`config.mk`:
```
export PLATFORM = sky130hd
export DESIGN_NAME = sifhTop
export DESIGN_NICKNAME = d
export VERILOG_FILES = /design/src/hw/histCfgPkg.sv /design/src/hw/peakTypesPkg.sv /design/src/hw/histRam.sv /design/src/hw/histBuilder.sv /design/src/hw/frameSequencer.sv /design/src/hw/peakCombiner.sv /design/src/hw/sifhTop.sv
export SDC_FILE = /design/constraint.sdc
export NUM_CORES = 2
export LEC_CHECK = 0
export BUFFER_PORTS_ARGS = -buffer_cell sky130_fd_sc_hd__buf_2
export CAP_MARGIN = 0
export CORE_UTILIZATION = 46
export CTS_BUF_LIST = sky130_fd_sc_hd__clkbuf_16
export DETAILED_ROUTE_END_ITERATION = 12
export HOLD_SLACK_MARGIN = 0.15
export SLEW_MARGIN = 20
export SYNTH_ARGS = -nofsm -noshare
export SYNTH_HDL_FRONTEND = slang
export SYNTH_SLANG_ARGS = --single-unit
```
`constraint.sdc`:
```
create_clock -name clk -period 7 [get_ports clk]
set_clock_uncertainty 0.2 [all_clocks]
set_input_delay 1.05 -clock clk [delete_from_list [all_inputs] [get_ports clk]]
set_output_delay 1.05 -clock clk [all_outputs]
set_load 0.02 [all_outputs]
```
`src/hw/histCfgPkg.sv`:
```
`default_nettype none

package histCfgPkg;

    // raw TDC timestamp as delivered by the pixel
    localparam int timeBits = 16;

    // top field of the timestamp, picks the coarse bin
    localparam int coarseBits = 6;

    // next field down, picks the fine bin
    localparam int fineBits = 6;

    // leftover low bits below the fine field
    localparam int subBits = timeBits - coarseBits - fineBits;

    // per-bin counter width
    localparam int countBits = 12;

    // coarse and fine histograms have the same depth
    localparam int binNum = 1 << coarseBits;

endpackage

`default_nettype wire

```
`src/hw/peakTypesPkg.sv`:
```
`default_nettype none

package peakTypesPkg;

    // timestamp split into its histogram indices
    typedef struct packed {
        logic [histCfgPkg::coarseBits-1:0] coarse;
        logic [histCfgPkg::fineBits-1:0]   fine;
        logic [histCfgPkg::subBits-1:0]    sub;     // below fine resolution, unused
    } tdcFields;

    // same TDC word, either as plain bits or as bin fields
    typedef union packed {
        logic [histCfgPkg::timeBits-1:0] raw;
        tdcFields                        fields;
    } tdcWord;

    // current maximum of one histogram
    typedef struct packed {
        logic [histCfgPkg::coarseBits-1:0] bin;
        logic [histCfgPkg::countBits-1:0]  count;
    } peakInfo;

    // frame result; estimate is coarse bin then fine bin
    typedef struct packed {
        logic [histCfgPkg::coarseBits+histCfgPkg::fineBits-1:0] estimate;
        peakInfo                                                coarsePeak;
        peakInfo                                                finePeak;
        logic                                                   noSignal;
    } peakResult;

endpackage

`default_nettype wire

```
`src/hw/histRam.sv`:
```
`timescale 1ns/10ps
`default_nettype none

module histRam (
    input  wire                                clk,
    input  wire                                wrEn,
    input  wire  [histCfgPkg::coarseBits-1:0]  wrAddr,
    input  wire  [histCfgPkg::countBits-1:0]   wrData,
    input  wire  [histCfgPkg::coarseBits-1:0]  rdAddr,
    output logic [histCfgPkg::countBits-1:0]   rdData
);

    // one count per bin
    logic [histCfgPkg::countBits-1:0] mem [histCfgPkg::binNum];

    always_ff @(posedge clk) begin
        if (wrEn) begin
            mem[wrAddr] <= wrData;
        end
    end

    // registered read, returns the old word on a same-edge write
    always_ff @(posedge clk) begin
        rdData <= mem[rdAddr];
    end

endmodule

`default_nettype wire

```
`src/hw/histBuilder.sv`:
```
`timescale 1ns/10ps
`default_nettype none

module histBuilder #(
    parameter bit useFine = 1'b0           // 0 indexes by coarse field, 1 by fine field
) (
    input  wire                               clk,
    input  wire                               res,
    input  wire                               clearEn,
    input  wire  [histCfgPkg::coarseBits-1:0] clearAddr,
    input  wire                               accept,
    input  wire  peakTypesPkg::tdcWord        eventWord,
    output peakTypesPkg::peakInfo             peak,
    output logic                              clearDone
);

    localparam int binW = histCfgPkg::coarseBits;
    localparam int cntW = histCfgPkg::countBits;

    logic [binW-1:0] evBin;               // bin of the incoming event

    // stage 1 waits for RAM data, stage 2 writes, stage 3 holds the last write
    logic            s1Valid;
    logic [binW-1:0] s1Bin;
    logic            s2Valid;
    logic [binW-1:0] s2Bin;
    logic [cntW-1:0] s2Count;
    logic            s3Valid;
    logic [binW-1:0] s3Bin;
    logic [cntW-1:0] s3Count;

    logic [cntW-1:0] baseCount;           // count before this event
    logic            ramWrEn;
    logic [binW-1:0] ramWrAddr;
    logic [cntW-1:0] ramWrData;
    logic [cntW-1:0] ramRdData;

    if (useFine) begin : gFineSel
        assign evBin = eventWord.fields.fine;
    end else begin : gCoarseSel
        assign evBin = eventWord.fields.coarse;
    end

    // last bin of the sweep, both builders run it in lockstep
    assign clearDone = clearEn && (clearAddr == binW'(histCfgPkg::binNum - 1));

    // clear sweep owns the write port, otherwise stage 2 does
    assign ramWrEn   = clearEn | s2Valid;
    assign ramWrAddr = clearEn ? clearAddr : s2Bin;
    assign ramWrData = clearEn ? '0 : s2Count;

    histRam ram (
        .clk    (clk),
        .wrEn   (ramWrEn),
        .wrAddr (ramWrAddr),
        .wrData (ramWrData),
        .rdAddr (evBin),
        .rdData (ramRdData)
    );

    // RAM data misses the write in flight and the one landing on the read edge
    always_comb begin
        if (s2Valid && (s2Bin == s1Bin)) begin
            baseCount = s2Count;
        end else if (s3Valid && (s3Bin == s1Bin)) begin
            baseCount = s3Count;
        end else begin
            baseCount = ramRdData;
        end
    end

    always_ff @(posedge clk or negedge res) begin
        if (!res) begin
            s1Valid <= 1'b0;
            s2Valid <= 1'b0;
            s3Valid <= 1'b0;
        end else begin
            s1Valid <= accept & ~clearEn;
            s2Valid <= s1Valid;
            s3Valid <= s2Valid;
        end
    end

    always_ff @(posedge clk) begin
        s1Bin   <= evBin;
        s2Bin   <= s1Bin;
        s2Count <= baseCount + cntW'(1);
        s3Bin   <= s2Bin;
        s3Count <= s2Count;
    end

    // strictly greater, so the first bin to reach the max keeps it
    always_ff @(posedge clk or negedge res) begin
        if (!res) begin
            peak <= '0;
        end else if (clearEn) begin
            peak <= '0;
        end else if (s2Valid && (s2Count > peak.count)) begin
            peak.bin   <= s2Bin;
            peak.count <= s2Count;
        end
    end

    // frame length is bounded by the sequencer, so a bin can never overflow
    countWrap: assert property (
        @(posedge clk) disable iff (!res)
        s2Valid |-> (s2Count != '0)
    ) else $error("histBuilder: bin %0d count wrapped", s2Bin);

endmodule

`default_nettype wire

```
`src/hw/frameSequencer.sv`:
```
`timescale 1ns/10ps
`default_nettype none

module frameSequencer #(
    parameter int frameEvents = 256        // events accepted per frame
) (
    input  wire                               clk,
    input  wire                               res,
    input  wire                               start,
    input  wire                               eventValid,
    input  wire                               clearDone,
    output logic                              clearEn,
    output logic [histCfgPkg::coarseBits-1:0] clearAddr,
    output logic                              accept,
    output logic                              tdcEnable,
    output logic                              busy,
    output logic                              frameDone
);

    localparam int cntW = histCfgPkg::countBits;
    localparam logic [cntW-1:0] lastEvent = cntW'(frameEvents - 1);

    typedef enum logic [2:0] {
        stIdle,
        stClear,
        stAccum,
        stDrain,
        stDone
    } seqState;

    seqState         state;
    logic [cntW-1:0] evCount;             // events accepted so far
    logic            drainCnt;            // two cycles of pipeline drain

    assign clearEn   = (state == stClear);
    assign tdcEnable = (state == stAccum);
    assign accept    = tdcEnable & eventValid;
    assign busy      = (state != stIdle);
    assign frameDone = (state == stDone);

    always_ff @(posedge clk or negedge res) begin
        if (!res) begin
            state     <= stIdle;
            clearAddr <= '0;
            evCount   <= '0;
            drainCnt  <= 1'b0;
        end else begin
            case (state)
                stIdle: begin
                    if (start) begin          // start is ignored in every other state
                        state     <= stClear;
                        clearAddr <= '0;
                    end
                end
                stClear: begin
                    clearAddr <= clearAddr + 1'b1;
                    if (clearDone) begin
                        state   <= stAccum;
                        evCount <= '0;
                    end
                end
                stAccum: begin
                    if (accept) begin
                        evCount <= evCount + cntW'(1);
                        if (evCount == lastEvent) begin
                            state    <= stDrain;
                            drainCnt <= 1'b0;
                        end
                    end
                end
                stDrain: begin
                    drainCnt <= 1'b1;
                    if (drainCnt) begin
                        state <= stDone;  // last write done, peak settles here
                    end
                end
                stDone: state <= stIdle;
                default: state <= stIdle;
            endcase
        end
    end

    // builder counts are only safe if a whole frame fits in one bin
    frameFits: assert property (
        @(posedge clk) disable iff (!res)
        start |-> (frameEvents > 0) && (frameEvents < (1 << cntW))
    ) else $error("frameSequencer: frameEvents %0d exceeds count width", frameEvents);

endmodule

`default_nettype wire

```
`src/hw/peakCombiner.sv`:
```
`timescale 1ns/10ps
`default_nettype none

module peakCombiner #(
    parameter int minPeak = 8              // coarse count needed to call it a signal
) (
    input  wire                        clk,
    input  wire                        res,
    input  wire                        frameDone,
    input  wire peakTypesPkg::peakInfo coarsePeak,
    input  wire peakTypesPkg::peakInfo finePeak,
    output peakTypesPkg::peakResult    result,
    output logic                       resultValid
);

    localparam int cntW = histCfgPkg::countBits;
    localparam logic [cntW-1:0] minCount = cntW'(minPeak);

    logic lowPeak;                        // coarse peak too weak to trust

    assign lowPeak = (coarsePeak.count < minCount);

    // result holds until the next frame completes
    always_ff @(posedge clk) begin
        if (frameDone) begin
            result.estimate   <= {coarsePeak.bin, finePeak.bin};
            result.coarsePeak <= coarsePeak;
            result.finePeak   <= finePeak;
            result.noSignal   <= lowPeak;
        end
    end

    always_ff @(posedge clk or negedge res) begin
        if (!res) begin
            resultValid <= 1'b0;
        end else begin
            resultValid <= frameDone;     // one pulse per frame
        end
    end

endmodule

`default_nettype wire

```
`src/hw/sifhTop.sv`:
```
`timescale 1ns/10ps
`default_nettype none

module sifhTop #(
    parameter int frameEvents = 256,
    parameter int minPeak     = 8
) (
    input  wire                        clk,
    input  wire                        res,
    input  wire                        start,
    input  wire                        eventValid,
    input  wire peakTypesPkg::tdcWord  eventWord,
    output logic                       tdcEnable,
    output logic                       busy,
    output peakTypesPkg::peakResult    result,
    output logic                       resultValid
);

    logic                              clearEn;
    logic [histCfgPkg::coarseBits-1:0] clearAddr;
    logic                              clearDone;
    logic                              accept;
    logic                              frameDone;
    peakTypesPkg::peakInfo             coarsePeak;
    peakTypesPkg::peakInfo             finePeak;

    frameSequencer #(
        .frameEvents (frameEvents)
    ) sequencer (
        .clk        (clk),
        .res        (res),
        .start      (start),
        .eventValid (eventValid),
        .clearDone  (clearDone),
        .clearEn    (clearEn),
        .clearAddr  (clearAddr),
        .accept     (accept),
        .tdcEnable  (tdcEnable),
        .busy       (busy),
        .frameDone  (frameDone)
    );

    histBuilder #(
        .useFine (1'b0)
    ) coarseHist (
        .clk       (clk),
        .res       (res),
        .clearEn   (clearEn),
        .clearAddr (clearAddr),
        .accept    (accept),
        .eventWord (eventWord),
        .peak      (coarsePeak),
        .clearDone (clearDone)
    );

    histBuilder #(
        .useFine (1'b1)
    ) fineHist (
        .clk       (clk),
        .res       (res),
        .clearEn   (clearEn),
        .clearAddr (clearAddr),
        .accept    (accept),
        .eventWord (eventWord),
        .peak      (finePeak),
        .clearDone ()                     // same timing as the coarse builder
    );

    peakCombiner #(
        .minPeak (minPeak)
    ) combiner (
        .clk         (clk),
        .res         (res),
        .frameDone   (frameDone),
        .coarsePeak  (coarsePeak),
        .finePeak    (finePeak),
        .result      (result),
        .resultValid (resultValid)
    );

endmodule

`default_nettype wire

```
==> impl_metrics.prom <==
# TYPE chip_impl_metric gauge
chip_impl_info{name="run_status",value="finished, violations left"} 1
chip_impl_info{name="failing_checks",value="design-rule violations"} 1
chip_impl_metric{name="cts_htree_levels",unit=""} 4
chip_impl_info{name="rsz0062_at_grt",value="false"} 1
chip_impl_info{name="synth_most_common_cell",value="sky130_fd_sc_hd__edfxtp_1"} 1
chip_impl_metric{name="place.detailed.hpwl",unit="mm"} 88.7
chip_impl_metric{name="antenna_violations_before_repair",unit=""} 19
chip_impl_metric{name="drv.max_cap_violation_count",unit=""} 0
chip_impl_metric{name="pwr_per_cell_area",unit="nW/µm²"} 326
chip_impl_metric{name="cp_max_fo",unit=""} 17
chip_impl_metric{name="flow.area_growth_from_synthesis",unit="%"} 12.9
chip_impl_metric{name="final.period_utilization",unit="%"} 64.1
chip_impl_metric{name="synth_enable_flop_cells",unit=""} 1573
chip_impl_metric{name="power_leakage",unit="nW"} 23.8
chip_impl_info{name="setup.worst_path.end_class",value="flop"} 1
chip_impl_metric{name="via_count",unit=""} 31000
chip_impl_metric{name="placement.cell_area",unit="µm²"} 69800
chip_impl_metric{name="p_total",unit="mW"} 24.6
chip_impl_metric{name="grt_start_max_net_pins",unit=""} 109
chip_impl_metric{name="overflow",unit=""} 0
chip_impl_metric{name="ios",unit=""} 72
chip_impl_metric{name="clk_pin_slew",unit="ns"} 0.06
chip_impl_info{name="setup.worst_path.start_class",value="flop"} 1
chip_impl_metric{name="ys_seq_area_share",unit="%"} 76.2
chip_impl_info{name="cts_tree",value="done"} 1
chip_impl_metric{name="placement_rows",unit=""} 139
chip_impl_metric{name="synth.lib_cells_used.distinct",unit=""} 60
chip_impl_metric{name="starting_density_of_the_core",unit="%"} 46.5
chip_impl_metric{name="place_worst_setup_slack",unit="ns"} 2.48
chip_impl_metric{name="r2r_setup_slack",unit="ns"} 2.51
chip_impl_metric{name="route.detailed.wl_per_inst",unit="µm"} 28.0
chip_impl_metric{name="finalHoldViolations",unit=""} 0
chip_impl_metric{name="worst_ep_required_time",unit="ns"} 7.21
chip_impl_metric{name="max_clock_freq",unit="MHz"} 223
chip_impl_info{name="synthTopCellsByArea",value="sky130_fd_sc_hd__edfxtp_1 71%, sky130_fd_sc_hd__mux4_2 17%, sky130_fd_sc_hd__dfxtp_1 3.2%, sky130_fd_sc_hd__dfrtp_1 2.3%, sky130_fd_sc_hd__nor2_1 1.1%"} 1
chip_impl_metric{name="synthCells",unit=""} 3062
chip_impl_metric{name="core_area",unit="µm²"} 144000
chip_impl_metric{name="drt_pass1_iterations",unit=""} 10
chip_impl_metric{name="dieHeight",unit="µm"} 383
chip_impl_metric{name="report.final.slew_viol_count",unit=""} 0
chip_impl_metric{name="overall_track_demand_over_capacity_in_global_routing",unit="%"} 20.4
chip_impl_metric{name="dr.first_iter.drc_count",unit=""} 3145
chip_impl_metric{name="cts.path.max_buffers",unit=""} 3
chip_impl_metric{name="worst_ep_arrival_time",unit="ns"} 4.69
chip_impl_metric{name="vias_in_the_first_global_route",unit=""} 31500
chip_impl_metric{name="synthesis_warning_total",unit=""} 0
chip_impl_metric{name="layout_setup_ws",unit="ns"} 2.51
chip_impl_metric{name="ant_nets",unit=""} 0
chip_impl_metric{name="cts.repair.resized",unit=""} 0
chip_impl_metric{name="irDropWorstVdd",unit="V"} 0.000334
chip_impl_metric{name="gp_congestion",unit=""} 0.826
chip_impl_metric{name="report.final.setup_viol",unit=""} 0
chip_impl_metric{name="die_width",unit="µm"} 383
chip_impl_info{name="library_cell_occupying_the_most_area_in_the_post_synthesis_netlist",value="sky130_fd_sc_hd__edfxtp_1"} 1
chip_impl_metric{name="die_area",unit="µm²"} 147000
chip_impl_metric{name="postCtsSetupRepairBufs",unit=""} 0
chip_impl_info{name="min-delay-path-class",value="reg -> reg"} 1
chip_impl_metric{name="detail_route.drc_violations",unit=""} 28
chip_impl_metric{name="min_period",unit="ns"} 4.49
chip_impl_info{name="synth_top_flop_cell",value="sky130_fd_sc_hd__edfxtp_1"} 1
chip_impl_metric{name="drive_gt1_share",unit="%"} 30.5
chip_impl_metric{name="layout.nets",unit=""} 3281
chip_impl_metric{name="grt_first_pass_wirelength",unit="mm"} 216
chip_impl_metric{name="cts_made_buffers",unit=""} 174
chip_impl_metric{name="max_slew_margin",unit="%"} 25.6
chip_impl_metric{name="synthArstFlopShare",unit="%"} 3.56
chip_impl_metric{name="synth_top_area_share",unit="%"} 70.6
chip_impl_metric{name="drt_wl_total",unit="mm"} 148
chip_impl_metric{name="worst_slew_pin_slew",unit="ns"} 1.11
chip_impl_metric{name="viasPerCell",unit=""} 5.87
chip_impl_info{name="setup.worst_path.class",value="reg -> reg"} 1
chip_impl_metric{name="post_synth_instance_area",unit="µm²"} 66900
chip_impl_metric{name="port-buffer-count",unit=""} 67
chip_impl_metric{name="postCtsHoldBufs",unit=""} 0
chip_impl_metric{name="postSynthNetCount",unit=""} 3110
chip_impl_metric{name="clock_latency",unit="ns"} 0.80
chip_impl_metric{name="postSynthAreaPerCell",unit="µm²"} 21.8
chip_impl_metric{name="clock_sinks",unit=""} 1743
chip_impl_metric{name="synth_seq_cells",unit=""} 1743
chip_impl_info{name="ys_top_cells_by_count",value="1573 x sky130_fd_sc_hd__edfxtp_1, 505 x sky130_fd_sc_hd__mux4_2, 197 x sky130_fd_sc_hd__nor2_1"} 1
chip_impl_info{name="root_buffer",value="sky130_fd_sc_hd__clkbuf_16"} 1
chip_impl_metric{name="setup_tns",unit="ns"} 0
chip_impl_metric{name="stdcell_area",unit="µm²"} 75500
chip_impl_metric{name="finalHoldWorstSlack",unit="ns"} 0.168
[cells in the final DEF (no fill, tap or decap), types with 48 or more instances in the layout]
master / count
sky130_fd_sc_hd__inv_1: 58
sky130_fd_sc_hd__dfxtp_1: 108
sky130_fd_sc_hd__mux4_2: 505
sky130_fd_sc_hd__clkbuf_16: 180
sky130_fd_sc_hd__dfrtp_1: 62
sky130_fd_sc_hd__mux2i_1: 48
sky130_fd_sc_hd__nor2_2: 77
sky130_fd_sc_hd__buf_2: 59
sky130_fd_sc_hd__buf_4: 79
sky130_fd_sc_hd__nor2_1: 117
sky130_fd_sc_hd__edfxtp_1: 1573
sky130_fd_sc_hd__nand2_1: 75
[worst paths after layout]
path,to,depth (start not counted),from
worst max-delay path,fineHist.ram.mem[13][2],7,sequencer.state[0]
worst min-delay path,fineHist.s2Valid,0,fineHist.s1Valid
worst max register to register,fineHist.ram.mem[13][2],7,sequencer.state[0]
worst min register to register,fineHist.s2Valid,0,fineHist.s1Valid
max in group asynchronous,fineHist.peak[0],2,res
min in group asynchronous,coarseHist.peak[8],2,res
[logic make-up after synthesis]
kind of cell    after synthesis  synth area share [%]
flops                      1743                  76.2
fa+ha+maj                    28                 0.524
simple gates                403                  2.81
mux                         556                  17.8
compound gates               95                 0.917
buf+inv                     185                  1.12
xor+xnor                     52                 0.692
[cell type report]
class	count	area (µm²)
diodes	2	5.00
clock buffers	180	4500
clock inverters	140	1080
fillers	10900	68500
inverters	33	124
multi-input cells	1134	15500
flip-flops and latches	1743	50900
well taps	1903	2380
repair buffers	147	1040
[state kept, by name (all words and copies together), names as in the netlist, 3 cells and up]
signal	count
coarseHist.peak	18
coarseHist.ram.mem	768
coarseHist.ram.rdData	12
coarseHist.s1Bin	6
coarseHist.s2Bin	6
coarseHist.s2Count	12
coarseHist.s3Bin	6
coarseHist.s3Count	12
combiner.result	37
fineHist.peak	18
fineHist.ram.mem	768
fineHist.ram.rdData	12
fineHist.s1Bin	6
fineHist.s2Bin	6
fineHist.s2Count	12
fineHist.s3Bin	6
fineHist.s3Count	12
sequencer.clearAddr	6
sequencer.evCount	12
sequencer.state	3
[stage by stage]
stage               utilization [%]  cells
floorplan                         -   3062
global placement               48.5   4960
detailed placement             48.5   4960
CTS                            52.4   5280
global route                   52.5   5281
finish                         52.5   5282
[worst max-delay path, stage by stage, from the launching register on]
cell	delay (ns)
sky130_fd_sc_hd__dfrtp_1	0.46
sky130_fd_sc_hd__inv_1	0.12
sky130_fd_sc_hd__nor3_2	0.88
sky130_fd_sc_hd__nand2_1	0.30
sky130_fd_sc_hd__and2_1	0.33
sky130_fd_sc_hd__or2_2	0.37
sky130_fd_sc_hd__nand2b_1	0.45
sky130_fd_sc_hd__nor2_2	0.97
[where the power goes]
group | switching (mW) | total [mW] | internal, mW
clock | 3.90 | 9.05 | 5.15
sequential | 0.292 | 12.7 | 12.4
combinational | 1.97 | 2.83 | 0.862
[layer usage]
layer / global-route usage, % / share of wire, %
met1: 29.5 / 43
met2: 30.5 / 46
met3: 5.68 / 8.6
met4: 5.76 / 2.0
met5: 0.260 / 0.078
(Power assumes the default switching activity.)
